<file path="config.mk">
export PLATFORM = sky130hd
export DESIGN_NAME = list_ctrl
export DESIGN_NICKNAME = d
export VERILOG_FILES = /design/src/list_pkg.sv /design/src/list_ctrl.sv /design/src/line_state_table.sv /design/src/lru_links.sv /design/src/tag_match.sv
export SDC_FILE = /design/constraint.sdc
export NUM_CORES = 1
export LEC_CHECK = 0
export BUFFER_PORTS_ARGS = -buffer_cell sky130_fd_sc_hd__buf_2
export CAP_MARGIN = 30
export CORE_ASPECT_RATIO = 0.5
export CORE_MARGIN = 2
export CORE_UTILIZATION = 55
export CTS_BUF_LIST = sky130_fd_sc_hd__clkbuf_2 sky130_fd_sc_hd__clkbuf_4 sky130_fd_sc_hd__clkbuf_8
export CTS_CLUSTER_DIAMETER = 40
export DETAILED_ROUTE_END_ITERATION = 10
export PLACE_DENSITY = 0.75
export REMOVE_ABC_BUFFERS = 1
export SYNTH_ARGS = -nofsm -noshare
export SYNTH_HDL_FRONTEND = slang
export SYNTH_HIERARCHICAL = 1
export SYNTH_SLANG_ARGS = --single-unit
</file>
<file path="constraint.sdc">
create_clock -name clk -period 4.25 [get_ports clk]
set_clock_uncertainty 0.15 [all_clocks]
set_input_delay 0.85 -clock clk [delete_from_list [all_inputs] [get_ports clk]]
set_output_delay 0.85 -clock clk [all_outputs]
set_load 0.01 [all_outputs]
</file>
<file path="src/list_pkg.sv">
package list_pkg;

    localparam int LIST_DEPTH = 4;
    localparam int TAG_W      = $clog2(LIST_DEPTH);
    localparam int INDEX_W    = 4;

    typedef logic [TAG_W-1:0]   tag_t;
    typedef logic [INDEX_W-1:0] index_t;
    typedef logic [TAG_W:0]     count_t;

    // bit 2 set while a memory transaction is open on the line
    typedef enum logic [2:0] {
        st_invalid = 3'b000,
        st_valid   = 3'b001,
        st_dirty   = 3'b010,
        st_fetch   = 3'b100,
        st_evict   = 3'b110
    } line_state_e;

    typedef enum logic [1:0] {
        cmd_write = 2'b00,
        cmd_read  = 2'b01,
        cmd_alloc = 2'b10,
        cmd_fill  = 2'b11
    } acc_cmd_e;

    // tag is only looked at for a fill
    typedef struct packed {
        acc_cmd_e cmd;
        index_t   index;
        tag_t     tag;
    } acc_req_t;

    typedef struct packed {
        line_state_e state;
        index_t      index;
        tag_t        tag;
    } acc_rsp_t;

    typedef struct packed {
        line_state_e state;
        index_t      index;
    } line_entry_t;

    typedef struct packed {
        logic touch;
        logic alloc;
        tag_t tag;
    } list_op_t;

endpackage
</file>
<file path="src/list_ctrl.sv">
`timescale 1ns/1ps

module list_ctrl (
    input  logic               clk,
    input  logic               rst_n,
    input  logic               acc_req,
    input  list_pkg::acc_req_t acc,
    output logic               acc_gnt,
    output list_pkg::acc_rsp_t rsp
);

    list_pkg::list_op_t    op;
    list_pkg::line_entry_t entries [list_pkg::LIST_DEPTH];
    list_pkg::tag_t        alloc_tag;
    logic                  free_avail;

    // request decode and response
    tag_match u_match (
        .acc_req    (acc_req),
        .acc        (acc),
        .entries    (entries),
        .alloc_tag  (alloc_tag),
        .free_avail (free_avail),
        .acc_gnt    (acc_gnt),
        .op         (op),
        .rsp        (rsp)
    );

    // replacement order
    lru_links u_links (
        .clk        (clk),
        .rst_n      (rst_n),
        .op         (op),
        .alloc_tag  (alloc_tag),
        .free_avail (free_avail)
    );

    line_state_table u_table (
        .clk     (clk),
        .rst_n   (rst_n),
        .acc_req (acc_req),
        .acc     (acc),
        .op      (op),
        .entries (entries)
    );

endmodule

</file>
<file path="src/line_state_table.sv">
`timescale 1ns/1ps

module line_state_table (
    input  logic                  clk,
    input  logic                  rst_n,
    input  logic                  acc_req,
    input  list_pkg::acc_req_t    acc,
    input  list_pkg::list_op_t    op,
    output list_pkg::line_entry_t entries [list_pkg::LIST_DEPTH]
);

    logic fill_req;
    logic write_touch;

    // fills are never held off, a request is an accepted fill
    assign fill_req    = acc_req && (acc.cmd == list_pkg::cmd_fill);
    assign write_touch = op.touch && (acc.cmd == list_pkg::cmd_write);

    for (genvar i = 0; i < list_pkg::LIST_DEPTH; i++) begin : g_entry
        list_pkg::line_entry_t nxt_entry;
        logic                  sel_alloc;
        logic                  sel_write;
        logic                  sel_fill;

        assign sel_alloc = op.alloc && (op.tag == list_pkg::tag_t'(i));
        assign sel_write = write_touch && (op.tag == list_pkg::tag_t'(i));
        assign sel_fill  = fill_req && (acc.tag == list_pkg::tag_t'(i));

        always_comb begin
            nxt_entry = entries[i];
            case (entries[i].state)
                list_pkg::st_invalid: begin
                    if (sel_alloc) begin
                        nxt_entry.state = list_pkg::st_fetch;
                        nxt_entry.index = acc.index;
                    end
                end
                list_pkg::st_valid: begin
                    if (sel_alloc) begin
                        nxt_entry.state = list_pkg::st_fetch;
                        nxt_entry.index = acc.index;
                    end else if (sel_write) begin
                        nxt_entry.state = list_pkg::st_dirty;
                    end
                end
                // old index stays until the writeback is done
                list_pkg::st_dirty: begin
                    if (sel_alloc) begin
                        nxt_entry.state = list_pkg::st_evict;
                    end
                end
                list_pkg::st_fetch: begin
                    if (sel_fill) begin
                        nxt_entry.state = list_pkg::st_valid;
                    end
                end
                list_pkg::st_evict: begin
                    if (sel_fill) begin
                        nxt_entry.state = list_pkg::st_fetch;
                        nxt_entry.index = acc.index;
                    end
                end
                default: begin
                    nxt_entry = entries[i];
                end
            endcase
        end

        always_ff @(posedge clk or negedge rst_n) begin
            if (!rst_n) begin
                entries[i].state <= list_pkg::st_invalid;
                entries[i].index <= '0;
            end else begin
                entries[i] <= nxt_entry;
            end
        end

        // grant logic must keep busy lines out of replacement
        a_alloc_idle: assert property (
            @(posedge clk) disable iff (!rst_n)
            sel_alloc |-> !(entries[i].state inside {list_pkg::st_fetch, list_pkg::st_evict})
        ) else $error("allocation hit a line with an open transaction");

        a_state_legal: assert property (
            @(posedge clk) disable iff (!rst_n)
            entries[i].state inside {list_pkg::st_invalid, list_pkg::st_valid,
                list_pkg::st_dirty, list_pkg::st_fetch, list_pkg::st_evict}
        ) else $error("illegal line state");
    end

endmodule

</file>
<file path="src/lru_links.sv">
`timescale 1ns/1ps

module lru_links (
    input  logic               clk,
    input  logic               rst_n,
    input  list_pkg::list_op_t op,
    output list_pkg::tag_t     alloc_tag,
    output logic               free_avail
);

    // list is kept as a ring, tail links forward to head
    list_pkg::tag_t   nxt_tag [list_pkg::LIST_DEPTH];
    list_pkg::tag_t   pre_tag [list_pkg::LIST_DEPTH];
    list_pkg::tag_t   head;
    list_pkg::tag_t   tail;
    list_pkg::count_t length;
    list_pkg::count_t free_cnt;
    logic             list_empty;
    logic             is_head;
    logic             is_tail;

    assign free_avail = free_cnt != '0;
    // free tags go out from the top down
    assign alloc_tag  = free_avail ? list_pkg::tag_t'(free_cnt - 1'b1) : tail;
    assign list_empty = length == '0;
    assign is_head    = op.tag == head;
    assign is_tail    = op.tag == tail;

    always_ff @(posedge clk or negedge rst_n) begin
        if (!rst_n) begin
            head     <= '0;
            tail     <= '0;
            length   <= '0;
            free_cnt <= list_pkg::count_t'(list_pkg::LIST_DEPTH);
            for (int i = 0; i < list_pkg::LIST_DEPTH; i++) begin
                nxt_tag[i] <= list_pkg::tag_t'(i);
                pre_tag[i] <= list_pkg::tag_t'(i);
            end
        end else if (op.alloc && free_avail) begin
            free_cnt <= free_cnt - 1'b1;
            length   <= length + 1'b1;
            head     <= op.tag;
            if (list_empty) begin
                // single member rings onto itself
                tail             <= op.tag;
                nxt_tag[op.tag]  <= op.tag;
                pre_tag[op.tag]  <= op.tag;
            end else begin
                nxt_tag[op.tag] <= head;
                pre_tag[op.tag] <= tail;
                pre_tag[head]   <= op.tag;
                nxt_tag[tail]   <= op.tag;
            end
        end else if (op.alloc) begin
            // full, the victim is the tail so the ring just rotates
            head <= op.tag;
            tail <= pre_tag[op.tag];
        end else if (op.touch && !is_head) begin
            head <= op.tag;
            if (is_tail) begin
                tail <= pre_tag[op.tag];
            end else begin
                // unlink from the middle
                nxt_tag[pre_tag[op.tag]] <= nxt_tag[op.tag];
                pre_tag[nxt_tag[op.tag]] <= pre_tag[op.tag];
                // and close it in between tail and head
                nxt_tag[op.tag] <= head;
                pre_tag[op.tag] <= tail;
                pre_tag[head]   <= op.tag;
                nxt_tag[tail]   <= op.tag;
            end
        end
    end

    a_len_bound: assert property (
        @(posedge clk) disable iff (!rst_n)
        length <= list_pkg::LIST_DEPTH
    ) else $error("lru list longer than LIST_DEPTH");

    // touch and alloc come from one decoded command
    a_one_op: assert property (
        @(posedge clk) disable iff (!rst_n)
        !(op.touch && op.alloc)
    ) else $error("touch and alloc in the same cycle");

    // a full list must be a closed ring for the tail rotation to work
    a_ring_closed: assert property (
        @(posedge clk) disable iff (!rst_n)
        (length == list_pkg::LIST_DEPTH) |-> (pre_tag[head] == tail)
    ) else $error("head does not link back to tail on a full list");

endmodule

</file>
<file path="src/tag_match.sv">
`timescale 1ns/1ps

module tag_match (
    input  logic                  acc_req,
    input  list_pkg::acc_req_t    acc,
    input  list_pkg::line_entry_t entries [list_pkg::LIST_DEPTH],
    input  list_pkg::tag_t        alloc_tag,
    input  logic                  free_avail,
    output logic                  acc_gnt,
    output list_pkg::list_op_t    op,
    output list_pkg::acc_rsp_t    rsp
);

    logic           lookup;
    logic           is_alloc;
    logic           hit;
    list_pkg::tag_t hit_tag;
    logic           victim_busy;
    logic           write_blocked;
    logic           accept;

    assign lookup   = (acc.cmd == list_pkg::cmd_write) || (acc.cmd == list_pkg::cmd_read);
    assign is_alloc = acc.cmd == list_pkg::cmd_alloc;

    // highest matching tag wins
    always_comb begin
        hit     = 1'b0;
        hit_tag = '0;
        for (int i = 0; i < list_pkg::LIST_DEPTH; i++) begin
            if (lookup && entries[i].state != list_pkg::st_invalid &&
                    entries[i].index == acc.index) begin
                hit     = 1'b1;
                hit_tag = list_pkg::tag_t'(i);
            end
        end
    end

    // replacing the lru tail has to wait for its fetch or writeback
    assign victim_busy = !free_avail &&
        (entries[alloc_tag].state == list_pkg::st_fetch ||
         entries[alloc_tag].state == list_pkg::st_evict);

    // no writes into a line whose old data is still leaving
    assign write_blocked = (acc.cmd == list_pkg::cmd_write) && hit &&
        (entries[hit_tag].state == list_pkg::st_evict);

    assign acc_gnt = !((is_alloc && victim_busy) || write_blocked);
    assign accept  = acc_req && acc_gnt;

    always_comb begin
        op.touch = accept && hit;
        op.alloc = accept && is_alloc;
        op.tag   = is_alloc ? alloc_tag : hit_tag;
    end

    // allocation reports the victim as it was, old index is the writeback address
    always_comb begin
        rsp = '0;
        if (hit) begin
            rsp.state = entries[hit_tag].state;
            rsp.index = entries[hit_tag].index;
            rsp.tag   = hit_tag;
        end else if (op.alloc) begin
            rsp.state = entries[alloc_tag].state;
            rsp.index = entries[alloc_tag].index;
            rsp.tag   = alloc_tag;
        end
    end

endmodule

</file>
==> results of run 1 <==
-- cells in the mapped netlist, types with 4 or more instances --
cell      number
dfrtp_1       45
nand2_1       42
nor2_1        38
a21oi_1       35
o21ai_0       26
mux2_2        24
clkbuf_1      20
o22ai_1       19
inv_1         18
nand3_1       13
nor3_1        12
a22oi_1       11
a31oi_1       11
mux4_2        11
nand2b_1      11
xor2_1        11
xnor2_1       10
dfstp_2        9
mux2_1         9
nor2b_1        9
buf_2          8
mux2i_1        7
a21o_1         5
a211oi_1       4
a22o_1         4
a311oi_1       4
ha_1           4
nor4_1         4
-- cells by family after synthesis --
logic type,Yosys count,share of synthesized area (%)
flops,54,30.3
xor+xnor,24,5.18
fa+ha+maj,4,1.11
simple gates,159,18.5
mux,51,15.3
buf+inv,52,5.06
compound gates,162,24.5
-- through the flow --
stage                     setup slack, ps  instances  TNS, ps  hold WS (ps)
after floorplan                      -611        473    -9700           300
after global placement                118        632        0           316
after detailed placement              118        632        0           327
after CTS                            10.3        639        0           343
after global routing                 2.51        639        0           370
final                                 179        639        0           339
-- layout make-up --
type	count	area [sq um]	area share, %
Inverter	19	71.3	1.45
Multi-Input combinational cell	400	2920	59.4
Timing Repair Buffer	47	310	6.32
Sequential cell	54	1360	27.7
Clock buffer	5	68.8	1.40
Tap cell	112	140	2.85
Clock inverter	2	38.8	0.790
-- worst reg2reg max path, cell delays in order (launching register included) --
cell     delay, ps
dfrtp_1        400
inv_1          110
ha_1           160
nor2b_4        180
inv_2           90
a21oi_2        210
buf_6          190
mux4_2         520
and3_1         220
nor2_2         140
buf_4          200
inv_1           80
nor2_1         200
o22ai_2        220
a21oi_1        290
mux2_1         350
-- routing by layer --
layer / vias up / part of all wire, % / track usage, %
met5: - / 0 / 0
met4: 0 / 2.1 / 8.97
met3: 32 / 7.3 / 4.30
met2: 216 / 45 / 48.0
met1: 2045 / 45 / 39.6
li1: 1946 / - / -
-- timing repair --
action,CTS,global route
gates resized for setup,1,5
hold buffers,0,0
gates cloned,0,0
endpoints found under the setup margin,7,7
-- flip-flops by register name, indices dropped and copies added (netlist names) --
name	cells
u_links/length	3
u_links/tail	2
u_links/free_cnt	3
u_links/head	2
u_links/pre_tag	8
u_table/entries	28
u_links/nxt_tag	8
-- path summary, 6_finish.rpt --
check                               startpoint  slack, ps                   to  cells past startpoint
setup / recovery           u_links/free_cnt[0]        180               rsp[5]                     13
hold / removal              u_links/pre_tag[0]        340   u_links/pre_tag[0]                      2
setup reg to reg           u_links/free_cnt[0]        430   u_links/nxt_tag[2]                     15
hold reg to reg             u_links/pre_tag[0]        340   u_links/pre_tag[0]                      2
max in group asynchronous                rst_n       2710   u_links/pre_tag[3]                      2
min in group asynchronous                rst_n        370  u_table/entries[17]                      1
-- power breakdown --
part | internal, mW | switching, mW | total [mW] | leakage (nW)
Sequential | 0.681 | 0.243 | 0.924 | 0.678
Combinational | 0.673 | 0.843 | 1.52 | 1.31
Clock | 0.174 | 0.189 | 0.362 | 0.0542
Total | 1.53 | 1.27 | 2.80 | 2.04
==> flow_metrics.env, run 1 <==
export IMPL_synth_edf_count=0
export IMPL_crit_chain="inv_1, ha_1, nor2b_4, inv_2, a21oi_2, buf_6, mux4_2, and3_1, nor2_2, buf_6, a22oi_1, o21ai_1, buf_2"
export IMPL_cp_start_kind="flop"
export IMPL_path_buf_inv=5
export IMPL_dieArea_sq_um=8960
export IMPL_ys_flop_type="dfrtp_1"
export IMPL_cts_made_buffers=5
export IMPL_finalHoldViolCount=0
export IMPL_drt_wl_total_mm=12.5
export IMPL_ios=21
export IMPL_worstHoldPathType="flop to flop"
export IMPL_area_delta_synth_final_pct=9.27
export IMPL_cap_violations=0
export IMPL_setup_violations_final=0
export IMPL_antenna_found_initial=0
export IMPL_cts_max_level=2
export IMPL_layout_commonest_cell="dfrtp_1"
export IMPL_outcome="finished clean"
export IMPL_final_cell_mix="45 x dfrtp_1, 42 x nand2_1, 38 x nor2_1"
export IMPL_place_area_sq_um=4780
export IMPL_layout_min_cycle_time_ps=4070
export IMPL_ant_nets=0
export IMPL_route_detailed_drc=0
export IMPL_crit_slowest_cell="mux4_2"
export IMPL_path_max_fanout=14
export IMPL_final_max_slew_viol_count=0
export IMPL_viasPerCell=6.63
export IMPL_synthDistinctLibCells=78
export IMPL_syn_avg_cell_area_sq_um=8.88
export IMPL_syn_area_sq_um=4500
export IMPL_arrival_ps=3070
export IMPL_vias=4239
export IMPL_tightest_slew_ps=995
export IMPL_drt_first_pass_iters=7
export IMPL_leakage_nw=2.04
export IMPL_power_density_nw_per_um2=571
export IMPL_final_area_sq_um=4910
export IMPL_floorplan_initialDensity_pct=56.4
export IMPL_synth_async_reset_ratio_pct=100
export IMPL_synthDominantCellAreaShare_pct=25.0
export IMPL_yosys_warnings=6
export IMPL_clk_pin_slew_ps=110
export IMPL_ys_seq_area_share_pct=30.3
export IMPL_final_core_util_pct=61.6
export IMPL_crit_type="flop to primary output"
export IMPL_slowest_delay_ps=520
export IMPL_rsz0062_at_grt="no"
export IMPL_crit_family="buffers and inverters"
export IMPL_min_period_over_period_pct=95.8
export IMPL_synth_seq_cells=54
export IMPL_die_y_microns=67.9
export IMPL_cp_end_kind="primary output"
export IMPL_maxSlewHeadroom_pct=33.5
export IMPL_rows=23
export IMPL_postCtsSetupBuffers=0
export IMPL_critPathRequiredTime_ps=3250
export IMPL_portBuffers=20
export IMPL_synthTopCellsByArea="dfrtp_1 25%, mux2_2 6.0%, mux4_2 5.5%"
export IMPL_drive_gt1_share_pct=22.6
export IMPL_crit_top_cell="buf_6"
export IMPL_dpl_hpwl_mm=8.80
export IMPL_grt_usage_pct=28.8
export IMPL_power_total_mw=2.80
export IMPL_grt_pass1_wl_mm=20.4
export IMPL_wire_per_inst_microns=19.5
export IMPL_place_congestion=0.930
export IMPL_worst_ir_drop_vdd_mv=0.268
export IMPL_yosysTopAreaCell="dfrtp_1"
export IMPL_insertion_delay_ps=330
export IMPL_final_fill_count=704
export IMPL_max_freq_mhz=246
export IMPL_cts_tree="done"
export IMPL_overflow=0
export IMPL_nNetsFinal=542
export IMPL_antennaDiodeCount=0
export IMPL_cts_buffer_depth=2
export IMPL_grt_max_degree=30
export IMPL_drtIter0Drc=563
export IMPL_grt_pass1_vias=3974
export IMPL_cts_root_buf="clkbuf_8"
export IMPL_syn_inst=506
export IMPL_dieWidth_microns=132
export IMPL_core_area_sq_um=7970
export IMPL_cts_sinks=54
(Power assumes the default switching activity.)
==> inputs of run 2 (changes only) <==
Settings changed: CORE_UTILIZATION 55 to 58, MAX_ROUTING_LAYER from default to met4, PLACE_DENSITY 0.75 to 0.79, SETUP_SLACK_MARGIN from default to 0.15.
==> flow_metrics.env, run 2 (synthesis results as in run 1) <==
export IMPL_overflow=0
export IMPL_cts_sinks=54
export IMPL_layout_commonest_cell="dfrtp_1"
export IMPL_dieWidth_microns=129
export IMPL_cts_made_buffers=5
export IMPL_crit_top_cell="nor2_2"
export IMPL_dieArea_sq_um=8510
export IMPL_place_area_sq_um=4760
export IMPL_wl_met3_microns=885
export IMPL_portBuffers=20
export IMPL_layout_min_cycle_time_ps=3950
export IMPL_cap_violations=0
export IMPL_worstHoldPathType="flop to flop"
export IMPL_p_sw_mw=1.28
export IMPL_path_buf_inv=4
export IMPL_dpl_hpwl_mm=8.78
export IMPL_final_max_slew_viol_count=0
export IMPL_worst_ir_drop_vdd_mv=0.270
export IMPL_seqCellArea_sq_um=1360
export IMPL_outcome="finished clean"
export IMPL_final_fill_count=610
export IMPL_maxSlewHeadroom_pct=39.7
export IMPL_cts_tree="done"
export IMPL_antennaDiodeCount=0
export IMPL_power_density_nw_per_um2=566
export IMPL_arrival_ps=2950
export IMPL_top_layer="met4"
export IMPL_regMostFlops="u_table/entries"
export IMPL_clk_pin_slew_ps=110
export IMPL_tightest_slew_ps=903
export IMPL_crit_slowest_cell="mux4_2"
export IMPL_largest_reg_flops=28
export IMPL_dp_slack_ps=74.1
export IMPL_final_cell_mix="45 x dfrtp_1, 42 x nand2_1, 37 x nor2_1"
export IMPL_cts_buffer_depth=2
export IMPL_vias=4297
export IMPL_viasPerCell=6.86
export IMPL_final_core_util_pct=66.0
export IMPL_ios=21
export IMPL_reg_top3="u_table/entries (28), u_links/nxt_tag (8), u_links/pre_tag (8)"
export IMPL_setup_violations_final=0
export IMPL_grt_max_degree=29
export IMPL_final_area_sq_um=4900
export IMPL_seqPwrFrac_pct=33.2
export IMPL_grt_usage_pct=31.2
export IMPL_cp_start_kind="flop"
export IMPL_floorplan_initialDensity_pct=60.5
export IMPL_crit_family="simple AND/OR/NAND/NOR gates"
export IMPL_slowest_delay_ps=550
export IMPL_min_period_over_period_pct=93.1
export IMPL_place_congestion=0.971
export IMPL_holdWs_ps=348
export IMPL_drive_gt1_share_pct=23.6
export IMPL_cp_end_kind="primary output"
export IMPL_nNetsFinal=544
export IMPL_cts_root_buf="clkbuf_8"
export IMPL_wl_met1_mm=5.40
export IMPL_clockPowerShare_pct=11.3
export IMPL_die_y_microns=66.3
export IMPL_route_detailed_drc=0
export IMPL_cts_max_level=2
export IMPL_drtIter0Drc=699
export IMPL_rows=22
export IMPL_grt_pass1_vias=4061
export IMPL_grt_pass1_wl_mm=20.3
export IMPL_insertion_delay_ps=330
export IMPL_drt_wl_total_mm=12.3
export IMPL_area_delta_synth_final_pct=9.07
export IMPL_crit_type="flop to primary output"
export IMPL_leakage_nw=2.04
export IMPL_intPower_mw=1.49
export IMPL_rsz0062_at_grt="no"
export IMPL_pwr_share_comb_pct=55.5
export IMPL_core_area_sq_um=7430
export IMPL_ant_nets=0
export IMPL_wire_per_inst_microns=19.7
export IMPL_drt_first_pass_iters=6
export IMPL_route_met2_wl_mm=5.72
export IMPL_crit_chain="inv_2, ha_2, nor2b_4, inv_4, a21oi_4, mux4_2, nor2_2, and3_4, nor2_2, buf_4, a221o_1, buf_2"
export IMPL_sw_frac_of_total_pct=46.3
export IMPL_multi_input_area_sq_um=2930
export IMPL_path_max_fanout=8
export IMPL_setup_slack_ps=295
export IMPL_max_freq_mhz=253
export IMPL_finalHoldViolCount=0
export IMPL_critPathRequiredTime_ps=3250
export IMPL_antenna_found_initial=0
==> run 2: cell types whose count changed in the layout (fill, tap and decap cells not counted), moves of 2 or more <==
cell,delta
clkinv_4,+2
buf_4,+4
buf_6,-2
a21oi_2,-2
==> run 2: timing repair <==
action                     in CTS  in global routing
setup endpoints to repair       7                  7
gates cloned                    0                  0
resized for setup               3                  6
pin swaps                       0                  3
buffers inserted                1                  1
hold buffers                    0                  0
==> run 2: final cells by class <==
cell class                 instances  area share [%]
clock inverter                     3           0.536
clock buffer                       5            1.40
sequential                        54            27.8
tap                               96            2.45
inverter                          19            1.51
multi-input combinational        400            59.8
timing repair buffer              49            6.48
==> run 2: worst min-delay path, stage by stage (launching register included) <==
cell and delay, ps:
dfstp_2 390, inv_1 50, mux2i_1 60
==> run 2: per-stage QoR <==
step / power [mW] / setup TNS [ps] / cells
final: 2.77 / 0 / 626
after global routing: 2.95 / 0 / 626
after CTS: 2.71 / 0 / 625
after detailed placement: 2.36 / 0 / 616
after global placement: 2.32 / 0 / 616
after floorplan: 1.91 / -9700 / 473
==> run 2: worst paths after layout <==
check	startpoint	end	slack (ps)	cells after the start
min in group asynchronous	rst_n	u_table/entries[14]	360	1
setup / recovery	u_links/free_cnt[0]	rsp[2]	300	12
hold / removal	u_links/pre_tag[1]	u_links/pre_tag[1]	350	2
max in group asynchronous	rst_n	u_links/nxt_tag[3]	2740	2
setup reg to reg	u_links/free_cnt[0]	u_links/nxt_tag[0]	520	16
hold reg to reg	u_links/pre_tag[1]	u_links/pre_tag[1]	350	2
==> run 2: power groups by stage <==
stage	combinational (mW)	clock [mW]	sequential [mW]
final	1.54	0.314	0.920
after global routing	1.67	0.344	0.941
after CTS	1.48	0.321	0.904
after detailed placement	1.45	0	0.911
after global placement	1.42	0	0.906
after floorplan	1.05	0	0.854
==> run 2: routing by layer <==
layer  up-vias  GRT usage [%]
met5         -              -
met4         0           10.7
met3        34           4.13
met2       263           51.2
met1      2053           40.7
li1       1947              -
